`src/rtl/mipsCpu_cfg.svh`:
```
`ifndef MIPS_CPU_CFG_SVH
`define MIPS_CPU_CFG_SVH

// Boot ROM location, first fetch after reset
`define RESET_VECTOR 32'hBFC0_0000

// Jumping here stops the core
`define HALT_ADDRESS 32'h0000_0000

// General register file size
`define NUM_REGS 32

// Result register brought out for observation ($v0)
`define REG_V0 5'd2

`endif

```
`src/rtl/mipsPkg.sv`:
```
package mipsPkg;

    typedef logic [31:0] word_t;       // Data, address, instruction
    typedef logic [4:0]  regAddr_t;    // Register number
    typedef logic [4:0]  shamt_t;      // Shift amount field
    typedef logic [15:0] imm_t;        // Immediate field
    typedef logic [3:0]  byteEnable_t; // Avalon byte lanes

    // Primary opcodes, bits 31:26
    typedef enum logic [5:0] {
        OP_SPECIAL = 6'd0,  // R-type, decoded by funct
        OP_J       = 6'd2,
        OP_BEQ     = 6'd4,
        OP_BNE     = 6'd5,
        OP_ADDIU   = 6'd9,
        OP_SLTI    = 6'd10,
        OP_ANDI    = 6'd12,
        OP_ORI     = 6'd13,
        OP_XORI    = 6'd14,
        OP_LUI     = 6'd15,
        OP_LW      = 6'd35,
        OP_SW      = 6'd43
    } opcode_t;

    // R-type function codes, bits 5:0
    typedef enum logic [5:0] {
        FN_SLL  = 6'd0,
        FN_SRL  = 6'd2,
        FN_SRA  = 6'd3,
        FN_JR   = 6'd8,
        FN_ADDU = 6'd33,
        FN_SUBU = 6'd35,
        FN_AND  = 6'd36,
        FN_OR   = 6'd37,
        FN_XOR  = 6'd38,
        FN_SLT  = 6'd42,
        FN_SLTU = 6'd43
    } funct_t;

    typedef enum logic [3:0] {
        ALU_ADD, ALU_SUB, ALU_AND, ALU_OR, ALU_XOR, ALU_SLT,
        ALU_SLTU, ALU_SLL, ALU_SRL, ALU_SRA, ALU_LUI, ALU_PASS
    } aluOp_t;

    typedef enum logic [1:0] {
        FETCH   = 2'd0,
        EXECUTE = 2'd1,
        MEMORY  = 2'd2,
        HALT    = 2'd3
    } cpuState_t;

endpackage

```
`src/rtl/cpuControl.sv`:
```
`include "mipsCpu_cfg.svh"

module cpuControl (
    input  logic                 clk,
    input  logic                 reset,
    input  logic                 waitrequest,
    input  mipsPkg::word_t       readdata,
    output mipsPkg::word_t       address,
    output mipsPkg::word_t       writedata,
    output logic                 read,
    output logic                 write,
    output logic                 active,
    output mipsPkg::byteEnable_t byteenable,
    output mipsPkg::word_t       pc,
    output mipsPkg::word_t       instruction,
    // From execute unit
    input  logic                 isLoad,
    input  logic                 isStore,
    input  logic                 writeEnable,
    input  mipsPkg::regAddr_t    writeReg,
    input  mipsPkg::word_t       result,
    input  mipsPkg::word_t       memAddress,
    input  mipsPkg::word_t       storeData,
    input  mipsPkg::word_t       nextPc,
    // Register file write port
    output logic                 regWrite,
    output mipsPkg::regAddr_t    regWriteAddr,
    output mipsPkg::word_t       regWriteData
);
    import mipsPkg::*;

    cpuState_t state, stateNext;
    logic      memOp;        // Current instruction touches data memory
    logic      accepted;     // Bus transfer completes this cycle
    logic      haltNext;     // Next PC hits the stop address

    assign memOp    = isLoad || isStore;
    assign accepted = (read || write) && !waitrequest;
    assign haltNext = (nextPc == `HALT_ADDRESS);

    // Core only runs until it jumps to the halt address
    assign active = (state != HALT);

    // Instruction fetch at PC, data access at computed address
    assign address    = (state == MEMORY) ? memAddress : pc;
    assign writedata  = storeData;
    assign byteenable = 4'b1111;     // Word accesses only

    // Next-state logic
    always_comb begin
        stateNext = state;
        case (state)
            FETCH: begin
                if (accepted) begin
                    stateNext = EXECUTE;
                end
            end
            EXECUTE: begin
                if (memOp) begin
                    stateNext = MEMORY;
                end else if (haltNext) begin
                    stateNext = HALT;
                end else begin
                    stateNext = FETCH;
                end
            end
            MEMORY: begin
                if (accepted) begin
                    stateNext = FETCH;     // Back to fetch at PC+4
                end
            end
            default: begin
                stateNext = HALT;          // Stays here until reset
            end
        endcase
    end

    // Register writeback
    // ALU ops write in EXECUTE, loads when the read data arrives
    always_comb begin
        regWrite     = 1'b0;
        regWriteAddr = writeReg;
        regWriteData = result;
        if (state == EXECUTE) begin
            regWrite = writeEnable && !memOp;
        end else if (state == MEMORY) begin
            regWrite     = isLoad && accepted;
            regWriteData = readdata;       // Full word load
        end
    end

    // Bus commands are registered from the next state
    // so they change only on a clock edge
    always_ff @(posedge clk) begin
        if (reset) begin
            state <= FETCH;
            pc    <= `RESET_VECTOR;
            read  <= 1'b0;
            write <= 1'b0;
        end else begin
            state <= stateNext;
            read  <= (stateNext == FETCH) || ((stateNext == MEMORY) && isLoad);
            write <= (stateNext == MEMORY) && isStore;
            if (state == EXECUTE && !memOp) begin
                pc <= nextPc;              // Branch, jump or fall-through
            end else if (state == MEMORY && accepted) begin
                pc <= nextPc;              // PC+4 for loads and stores
            end
        end
    end

    // Instruction register, captured at the end of fetch
    always_ff @(posedge clk) begin
        if (state == FETCH && accepted) begin
            instruction <= readdata;
        end
    end

endmodule

```
`src/rtl/executeUnit.sv`:
```
module executeUnit (
    input  mipsPkg::word_t    pc,
    input  mipsPkg::word_t    instruction,
    input  mipsPkg::word_t    rsValue,
    input  mipsPkg::word_t    rtValue,
    output mipsPkg::regAddr_t rsAddr,
    output mipsPkg::regAddr_t rtAddr,
    output mipsPkg::word_t    result,
    output mipsPkg::word_t    memAddress,
    output mipsPkg::word_t    storeData,
    output mipsPkg::word_t    nextPc,
    output logic              writeEnable,
    output logic              isLoad,
    output logic              isStore,
    output mipsPkg::regAddr_t writeReg
);
    import mipsPkg::*;

    opcode_t     opcode;
    funct_t      funct;
    regAddr_t    rdAddr;
    shamt_t      shamt;
    imm_t        imm;
    logic [25:0] target;           // J-type index
    word_t       immSext, immZext;
    word_t       pcPlus4, branchTarget, jumpTarget;
    aluOp_t      aluOp;
    word_t       operandB;         // rt or extended immediate

    // Field split
    assign opcode = opcode_t'(instruction[31:26]);
    assign rsAddr = instruction[25:21];
    assign rtAddr = instruction[20:16];
    assign rdAddr = instruction[15:11];
    assign shamt  = instruction[10:6];
    assign funct  = funct_t'(instruction[5:0]);
    assign imm    = instruction[15:0];
    assign target = instruction[25:0];

    assign immSext = {{16{imm[15]}}, imm};
    assign immZext = {16'h0000, imm};

    assign pcPlus4      = pc + 32'd4;
    assign branchTarget = pcPlus4 + {immSext[29:0], 2'b00};  // No delay slot
    assign jumpTarget   = {pcPlus4[31:28], target, 2'b00};

    assign memAddress = rsValue + immSext;  // Base plus offset
    assign storeData  = rtValue;

    // Decode
    always_comb begin
        aluOp       = ALU_PASS;
        operandB    = rtValue;
        writeEnable = 1'b0;
        writeReg    = rdAddr;
        isLoad      = 1'b0;
        isStore     = 1'b0;
        nextPc      = pcPlus4;
        case (opcode)
            OP_SPECIAL: begin
                writeEnable = 1'b1;
                case (funct)
                    FN_ADDU: aluOp = ALU_ADD;
                    FN_SUBU: aluOp = ALU_SUB;
                    FN_AND:  aluOp = ALU_AND;
                    FN_OR:   aluOp = ALU_OR;
                    FN_XOR:  aluOp = ALU_XOR;
                    FN_SLT:  aluOp = ALU_SLT;
                    FN_SLTU: aluOp = ALU_SLTU;
                    FN_SLL:  aluOp = ALU_SLL;
                    FN_SRL:  aluOp = ALU_SRL;
                    FN_SRA:  aluOp = ALU_SRA;
                    FN_JR: begin
                        writeEnable = 1'b0;
                        nextPc      = rsValue;
                    end
                    default: writeEnable = 1'b0;   // Unknown funct is a no-op
                endcase
            end
            OP_J:   nextPc = jumpTarget;
            OP_BEQ: nextPc = (rsValue == rtValue) ? branchTarget : pcPlus4;
            OP_BNE: nextPc = (rsValue != rtValue) ? branchTarget : pcPlus4;
            OP_ADDIU, OP_SLTI, OP_ANDI, OP_ORI, OP_XORI, OP_LUI: begin
                writeEnable = 1'b1;
                writeReg    = rtAddr;               // Immediates target rt
                operandB    = immSext;
                case (opcode)
                    OP_ADDIU: aluOp = ALU_ADD;
                    OP_SLTI:  aluOp = ALU_SLT;
                    OP_ANDI: begin
                        aluOp    = ALU_AND;
                        operandB = immZext;         // Logical ops zero-extend
                    end
                    OP_ORI: begin
                        aluOp    = ALU_OR;
                        operandB = immZext;
                    end
                    OP_XORI: begin
                        aluOp    = ALU_XOR;
                        operandB = immZext;
                    end
                    default: aluOp = ALU_LUI;
                endcase
            end
            OP_LW: begin
                isLoad      = 1'b1;
                writeEnable = 1'b1;   // Control commits it when data arrives
                writeReg    = rtAddr;
            end
            OP_SW:   isStore = 1'b1;
            default: writeEnable = 1'b0;           // Unknown opcode, fall through
        endcase
    end

    // ALU, operand A is always rs
    always_comb begin
        case (aluOp)
            ALU_ADD:  result = rsValue + operandB;
            ALU_SUB:  result = rsValue - operandB;
            ALU_AND:  result = rsValue & operandB;
            ALU_OR:   result = rsValue | operandB;
            ALU_XOR:  result = rsValue ^ operandB;
            ALU_SLT:  result = {31'b0, $signed(rsValue) < $signed(operandB)};
            ALU_SLTU: result = {31'b0, rsValue < operandB};
            ALU_SLL:  result = operandB << shamt;           // Shifts act on rt
            ALU_SRL:  result = operandB >> shamt;
            ALU_SRA:  result = word_t'($signed(operandB) >>> shamt);
            ALU_LUI:  result = {operandB[15:0], 16'h0000};  // Immediate to upper half
            default:  result = operandB;
        endcase
    end

endmodule

```
`src/rtl/mipsCpuBus.sv`:
```
module mipsCpuBus (
    input  logic                 clk,
    input  logic                 reset,
    output logic                 active,
    output mipsPkg::word_t       registerV0,
    // Avalon-MM master
    output mipsPkg::word_t       address,
    output logic                 write,
    output logic                 read,
    input  logic                 waitrequest,
    output mipsPkg::word_t       writedata,
    output mipsPkg::byteEnable_t byteenable,
    input  mipsPkg::word_t       readdata
);
    import mipsPkg::*;

    word_t    pc, instruction;          // From control
    regAddr_t rsAddr, rtAddr;           // Decoded source registers
    word_t    rsValue, rtValue;
    word_t    result, memAddress, storeData, nextPc;
    logic     writeEnable, isLoad, isStore;
    regAddr_t writeReg;
    logic     regWrite;                 // Qualified write port
    regAddr_t regWriteAddr;
    word_t    regWriteData;

    cpuControl control (
        .clk(clk), .reset(reset), .waitrequest(waitrequest), .readdata(readdata),
        .address(address), .writedata(writedata), .read(read), .write(write),
        .active(active), .byteenable(byteenable), .pc(pc), .instruction(instruction),
        .isLoad(isLoad), .isStore(isStore), .writeEnable(writeEnable), .writeReg(writeReg),
        .result(result), .memAddress(memAddress), .storeData(storeData), .nextPc(nextPc),
        .regWrite(regWrite), .regWriteAddr(regWriteAddr), .regWriteData(regWriteData)
    );

    registerFile regs (
        .clk(clk), .reset(reset),
        .rsAddr(rsAddr), .rtAddr(rtAddr), .rsValue(rsValue), .rtValue(rtValue),
        .writeEn(regWrite), .writeAddr(regWriteAddr), .writeData(regWriteData),
        .v0Value(registerV0)
    );

    executeUnit execute (
        .pc(pc), .instruction(instruction), .rsValue(rsValue), .rtValue(rtValue),
        .rsAddr(rsAddr), .rtAddr(rtAddr), .result(result), .memAddress(memAddress),
        .storeData(storeData), .nextPc(nextPc), .writeEnable(writeEnable),
        .isLoad(isLoad), .isStore(isStore), .writeReg(writeReg)
    );

endmodule

```
`src/rtl/registerFile.sv`:
```
`include "mipsCpu_cfg.svh"

module registerFile (
    input  logic              clk,
    input  logic              reset,
    input  mipsPkg::regAddr_t rsAddr,
    input  mipsPkg::regAddr_t rtAddr,
    output mipsPkg::word_t    rsValue,
    output mipsPkg::word_t    rtValue,
    input  logic              writeEn,
    input  mipsPkg::regAddr_t writeAddr,
    input  mipsPkg::word_t    writeData,
    output mipsPkg::word_t    v0Value
);
    import mipsPkg::*;

    word_t regs [`NUM_REGS];

    // Combinational reads, $zero forced
    assign rsValue = (rsAddr == '0) ? '0 : regs[rsAddr];
    assign rtValue = (rtAddr == '0) ? '0 : regs[rtAddr];
    assign v0Value = regs[`REG_V0];    // Observation port

    always_ff @(posedge clk) begin
        if (reset) begin
            for (int i = 0; i < `NUM_REGS; i++) begin
                regs[i] <= '0;
            end
        end else if (writeEn && writeAddr != '0) begin
            regs[writeAddr] <= writeData;  // Writes to $zero dropped
        end
    end

endmodule

```
`config.mk`:
```
export PLATFORM = sky130hd
export DESIGN_NAME = mipsCpuBus
export DESIGN_NICKNAME = d
export VERILOG_FILES = /design/src/rtl/mipsPkg.sv /design/src/rtl/cpuControl.sv /design/src/rtl/executeUnit.sv /design/src/rtl/mipsCpuBus.sv /design/src/rtl/registerFile.sv
export VERILOG_INCLUDE_DIRS = /design/src /design/src/rtl
export SDC_FILE = /design/constraint.sdc
export NUM_CORES = 2
export LEC_CHECK = 0
export CAP_MARGIN = 20
export CELL_PAD_IN_SITES_DETAIL_PLACEMENT = 1
export CELL_PAD_IN_SITES_GLOBAL_PLACEMENT = 1
export CORE_AREA = 3 3 407 409
export DETAILED_ROUTE_END_ITERATION = 6
export DIE_AREA = 0 0 410 412
export DONT_BUFFER_PORTS = 1
export PLACE_DENSITY_LB_ADDON = 0.1
export SYNTH_ARGS = -nofsm -noshare
export SYNTH_HDL_FRONTEND = slang
export SYNTH_HIERARCHICAL = 1
export SYNTH_SLANG_ARGS = --single-unit
```
`constraint.sdc`:
```
create_clock -name clk -period 5.98 [get_ports clk]
set_input_delay 0.598 -clock clk [delete_from_list [all_inputs] [get_ports clk]]
set_output_delay 0.598 -clock clk [all_outputs]
set_load 0.005 [all_outputs]
```
# ---- Yosys cells after proc, flatten, opt, wreduce, memory -nomap -nowiden
# Memories as Yosys holds them, arrays and structs flattened. A register that Yosys moved wholly into a read port is not among the register bits.
# Cells that the tools add are included.
dict set report word_totals {
  reg_bits 68
  ram_bits 1024
  input_bits 35
  output_inout_bits 103
  memories 1
}
# name depth width rd rd_ports_with_merged_regs wr line_no
set memory_table {}
lappend memory_table {regs.regs 32 32 3 2 32 registerFile.sv:17} ;# word_t regs [`NUM_REGS];
dict set report op_classes {
  add_sub_neg 5
  magnitude_cmp 2
  eq_ne 37
  shift 3
  muxes 39
  n_bitwise 3
  n_reduce_logical 29
}
# cell n
set ops {}
lappend ops {{2-to-1 mux 32 bit} 13}
lappend ops {{one-hot mux 32 bit (11 select lines)} 1}
lappend ops {{one-hot mux 32 bit (4 select lines)} 1}
lappend ops {{adder 32 bit} 3}
lappend ops {{< comparator 32 bit} 2}
lappend ops {{== test 6 bit (second input constant)} 9}
lappend ops {{== test 6 x 4 -> 1 bit (second input constant)} 7}
lappend ops {{one-hot mux 4 bit (10 select lines)} 1}
lappend ops {{adder 32 x 3 -> 32 bit (second input constant)} 1}
lappend ops {{bitwise AND 32 bit} 1}
lappend ops {{== test 32 bit} 1}
lappend ops {{zero test 32 bit} 1}
lappend ops {{inequality test 32 bit} 1}
lappend ops {{OR 32 bit} 1}
lappend ops {{OR reduction 32 bit} 1}
lappend ops {{left shift 32 x 5 -> 32 bit} 1}
lappend ops {{>> shifter 32 x 5 -> 32 bit} 1}
lappend ops {{>>> shifter 32 x 5 -> 32 bit} 1}
lappend ops {{subtractor 32 bit} 1}
lappend ops {{XOR 32 bit} 1}
lappend ops {{2-to-1 mux 5 bit} 4}
lappend ops {{one-hot mux 4 bit (5 select lines)} 1}
lappend ops {{== test 6 x 2 -> 1 bit (second input constant)} 3}
lappend ops {{== test 4 x 3 -> 1 bit (second input constant)} 4}
lappend ops {{25 further kinds} 57}

# ---- Longest topological paths before layout
dict set report logic_depth {
  depth_word 12
  mapped_depth 29
  depth_no_buf 23
}

# ---- Hierarchy
# Netlist, hierarchy kept.
# mod n_inst cells_per_inst area_per_inst_um2 seq_area_each_um2
set modules_own_cells {}
lappend modules_own_cells {registerFile 1 3493 54133.2 30749.5}
lappend modules_own_cells {executeUnit 1 2289 15324.7 0.0}
lappend modules_own_cells {cpuControl 1 322 3562.2 1681.6}

# ---- Worst setup path after synthesis
# No wires, ideal clock.
dict set report synth_timing {
  kind {register -> register}
  startpoint {register control.instruction[22]}
  endpoint {memory regs/regs[10][29] (netlist bit), data pin}
  t_arrival_ps 5761
  setup_slack_ps -35
  path_stages_with_launch 27
  n_path_buf 8
  synth_period_minus_slack_ps 6015
  cell_sequence {edfxtp_1 buf_4 buf_2 buf_4 buf_4 buf_2 and2_1 buf_1 a22oi_1 a21oi_1 nor4_1 inv_1 ha_1 clkbuf_1 nor3_1 nand2_1 or4_1 o32a_1 o211ai_1 a31oi_1 o31ai_1 xor2_1 nor2_1 o32a_1 mux2_2 clkbuf_1 and2_1}
}
# element line_no
set synth_lines {}
lappend synth_lines {{start: declaration} cpuControl.sv:15} ;# output mipsPkg::word_t instruction,
lappend synth_lines {{start signal: assignment} cpuControl.sv:115} ;# instruction <= readdata;
lappend synth_lines {{end: declaration} registerFile.sv:17}

# ---- Worst setup path in the final report
dict set report layout_timing {
  startpoint {register control.instruction[23]}
  endpoint {output address[29]}
}
dict set report layout_via {
  elab_chain_len 4
}
# element line_no
set layout_rtl {}
lappend layout_rtl {{zero test 5 bit} registerFile.sv:20} ;# assign rsValue = (rsAddr == '0) ? '0 : regs[rsAddr];
lappend layout_rtl {{2-to-1 mux 32 bit} registerFile.sv:20}
lappend layout_rtl {{net rsValue[16]} mipsCpuBus.sv:19} ;# word_t rsValue, rtValue;
lappend layout_rtl {{adder 32 bit} executeUnit.sv:47} ;# assign memAddress = rsValue + immSext;
lappend layout_rtl {{net memAddress[29]} mipsCpuBus.sv:20} ;# word_t result, memAddress, storeData, nextPc;
lappend layout_rtl {{2-to-1 mux 32 bit} cpuControl.sv:45} ;# assign address = (state == MEMORY) ? memAddress : pc;
lappend layout_rtl {{end: declaration} mipsCpuBus.sv:7} ;# output mipsPkg::word_t address,
# The timed path passes the listed nets, and every way through them passes these cells.

==> metrics.md <==
| Metric | Value |
|---|---|
| Initial antenna violation count | `33` |
| Clk network pwr share | `0.335` |
| Sequential fraction of the synthesis area | `0.4441` |
| Bufs and invs on worst path | `8` |
| CP required | `5.38 ns` |
| Worst Reg-to-Reg Cells | `24` |
| Crit-path max FO | `24` |
| TritonCTS Buffers | `121` |
| # setup viols final | `855` |
| Pwr Total | `22.49 mW` |
| Cell taking the most area after synthesis | `edfxtp_1` |
| Final period util | `1.099` |
| Leading post-synthesis cells by cell area | `edfxtp_1 43%, mux4_2 16%, and2_1 8.6%` |
| Worst-Skew Late Latency | `0.80 ns` |
| Max VDD drop | `0.2761 mV` |
| DR WL/cell | `39.40 µm` |
| IO buf count | `0` |
| Switch share | `0.3132` |
| Pint | `15.44 mW` |
| FFs w/ async S/R, synth | `0` |
| CP max stage delay | `0.55 ns` |
| Leakage | `35.60 nW` |
| Hpwl dp | `256800 µm` |
| Max Clock Freq | `0.1521 GHz` |
| Synth Register Bits | `1092` |
| Setup CP Type | `reg2out` |
| # IOs | `138` |
| Ys Warns | `6` |
| Die area | `168900 µm²` |
| RePlAce Congestion | `1.026` |
| WP depth | `23` |
| Yosys top cell area share | `0.4343` |
| Clock Root Buffer | `clkbuf_16` |
| Number of synthesized flops with an enable pin | `1056` |
| Die width | `410 µm` |
| Initial DRC Count | `8099` |
| Sequential power share | `0.392` |
| Worst r2r dst | `regs/regs[4][31]$_SDFFCE_PN0P_` |
| DR vias | `62936` |
| Initial Util | `0.4496` |
| CP startpoint kind | `flip-flop` |
| Max_cap viols | `0` |
| Fin crit period | `6.575 ns` |
| Max-slew violation count | `0` |
| Register-to-register setup slack | `-0.52 ns` |
| Critical R2R Launch | `control/instruction[18]$_DFFE_PP_` |
| Final Net Count | `7165` |
| CP endpoint | `address[29]` |
| Clock buffer depth | `3` |
| Largest delay contributor family on the critical path | `compound AO/OA/AOI/OAI gates` |
| RSZ-0062 raised after global routing | `true` |
| ANT nets after route | `0` |
| Reg clk slew, reported paths | `0.07 ns` |
| Area grow syn2layout | `26.46%` |
| Dominant synthesized flop cell | `edfxtp_1` |
| Element type at the critical path end | `output port` |
| Failing checks | `DRC, setup timing` |
| H-tree depth | `3` |
| Hold crit path type | `in2reg` |
| Final WS setup | `-0.5948 ns` |
| Avg Inst Size Synth | `11.96 µm²` |
| Clock sinks | `1092` |
| Fin Hold WS | `0.08856 ns` |
| Die height | `412 µm` |
| Largest net degree at the start of global routing | `69` |
| CTS tree | `built` |
| CP arrival | `5.98 ns` |
| Post-Synthesis Cell Area | `73020 µm²` |
| Distinct cells, synth | `100` |
| Slowest CP cell | `mux4_2` |
| Site Rows | `148` |
| Status | `finished with violations` |
| DRT Pass-1 Iters | `7` |
| Leading cell type in the layout, fill and taps excluded | `buf_4` |
| Mapped Cells | `6104` |
| Setup Skew | `0.04257 ns` |
| Global-route wire length before repair | `501300 µm` |
| DR vias/cell | `6.784` |
| PwrDens | `243.5 nW/µm²` |
| Hold Vio Cnt, Final | `0` |
| Share of cells above drive strength 1 | `0.3641` |
| Comb power frac | `0.272` |
| Number of global-route vias before repair | `63703` |
| Crit path launch | `control/instruction[23]$_DFFE_PP_` |
| NetSw | `7.044 mW` |
| Hold path depth | `2` |
| Total congestion overflow | `0` |
| Crit-path cells | `buf_12 > buf_16 > buf_4 > buf_4 > mux4_2 > mux4_2 > o22ai_4 > buf_6 > nor3_4 > buf_12 > buf_8 > ha_4 > buf_6 > o2bb2ai_2 > a221o_1 > a221oi_4 > a211oi_2 > o21bai_1 > a21o_1 > nand3_4 > mux2i_2 > a221oi_2 > mux2_4` |
| Relative slew slack | `0.2717` |
| Gr usage total | `0.4226` |
| Routed WL | `365500 µm` |
| Most frequent cells in the layout | `1068 x buf_4, 1056 x edfxtp_1, 999 x and2_1` |
| Slew @ Worst Pin | `1.092 ns` |
| DRC viols | `2` |
| Core Region | `162400 µm²` |
[kinds of logic after synthesis]
kind of cell	Yosys count	synth area share
other	2	0.0001028
buffers and inverters	771	0.04921
DFF	1092	0.4441
muxes	871	0.2082
and+or+nand+nor	1987	0.1502
adders and majority gates	161	0.02800
xor gates and xnor gates	137	0.01643
AOI/OAI and AO/OA	1083	0.1037
[cell usage after synthesis (all sizes together), types with 28 or more instances]
library cell,n
nor2b,37
edfxtp,1056
a21o,38
ha,157
nor4,39
nand3,69
mux2i,238
a211oi,87
a21oi,209
a22oi,58
nor2,249
a2111oi,39
o211ai,28
or3,29
dfxtp,36
nand2,292
o21ai,165
mux4,504
a31oi,34
xor2,60
a22o,60
clkbuf,398
and2,1005
buf,238
mux2,129
inv,131
o221ai,43
or2,41
o22ai,106
nor3,124
xnor2,77
[registers in the layout (all words and copies together) (netlist names)]
signal and flops:
control/pc 32, control/read 1, regs/regs 1024, control/write 1, control/state 2, control/instruction 32
[worst min path at each step]
stage	startpoint	end	slack (ns)
after detailed placement	control/pc[1]$_SDFFE_PP0P_	control/pc[1]$_SDFFE_PP0P_	0.49
final	reset	control/pc[18]$_SDFFE_PP0P_	0.09
after global routing	reset	regs/regs[0][0]$_SDFFCE_PN0P_	0.05
after CTS	reset	regs/regs[0][22]$_SDFFCE_PN0P_	0.005
after floorplan	control/pc[1]$_SDFFE_PP0P_	control/pc[1]$_SDFFE_PP0P_	0.46
after global placement	control/pc[1]$_SDFFE_PP0P_	control/pc[1]$_SDFFE_PP0P_	0.47
[metrics by stage]
step	area (µm²)	setup TNS, ns	cells	util	worst slack, ns
global route	92290	-255.35	9259	0.5683	-0.6800
global placement	83740	-733.97	8855	0.5156	-1.422
finish	92340	-171.28	9277	0.5686	-0.5948
floorplan	73150	0	6138	-	0.04715
CTS	90710	-116.41	9202	0.5585	-0.4503
detailed placement	83790	-771.14	8859	0.5159	-1.486
[power groups by stage]
stage / registers, mW / logic [mW] / clock network, mW
floorplan: 8.88 / 2.56 / 0
global placement: 8.94 / 5.27 / 0
detailed placement: 8.96 / 5.33 / 0
CTS: 8.81 / 5.72 / 7.59
global route: 8.84 / 6.29 / 7.90
finish: 8.82 / 6.12 / 7.54
[final cells by class]
type / instances / area [µm²]
diodes: 36 / 90.09
flip-flops and latches: 1092 / 32430
fillers: 16273 / 70060
well taps: 2175 / 2721
clock inverters: 73 / 718.2
inverters: 135 / 513.0
repair buffers: 1344 / 12750
multi-input cells: 4275 / 39950
clock buffers: 147 / 3168
[repair_timing]
action	CTS	global route
resized for setup	338	240
buffers inserted	83	49
hold endpoints to repair	57	0
hold buffers	33	0
setup endpoints to repair	1032	1016
pin swaps	79	72
gates cloned	11	6
[layer usage]
layer	part of all wire	GRT usage	vias up
li1	-	-	24892
met1	0.35	0.5047	32618
met3	0.11	0.1069	1175
met4	0.082	0.3008	6
met5	0.00011	0	-
met2	0.46	0.6683	4245
[worst reg2reg max path: cells and delay by family, from the launching register on]
family,cells,cell delay (ns)
AOI/OAI and AO/OA,9,1.99
adders and majority gates,1,0.33
buffers and inverters,6,1.17
DFF,1,0.36
muxes,1,0.38
and+or+nand+nor,7,2.03
No activity file was read; power rests on OpenSTA's default activity.
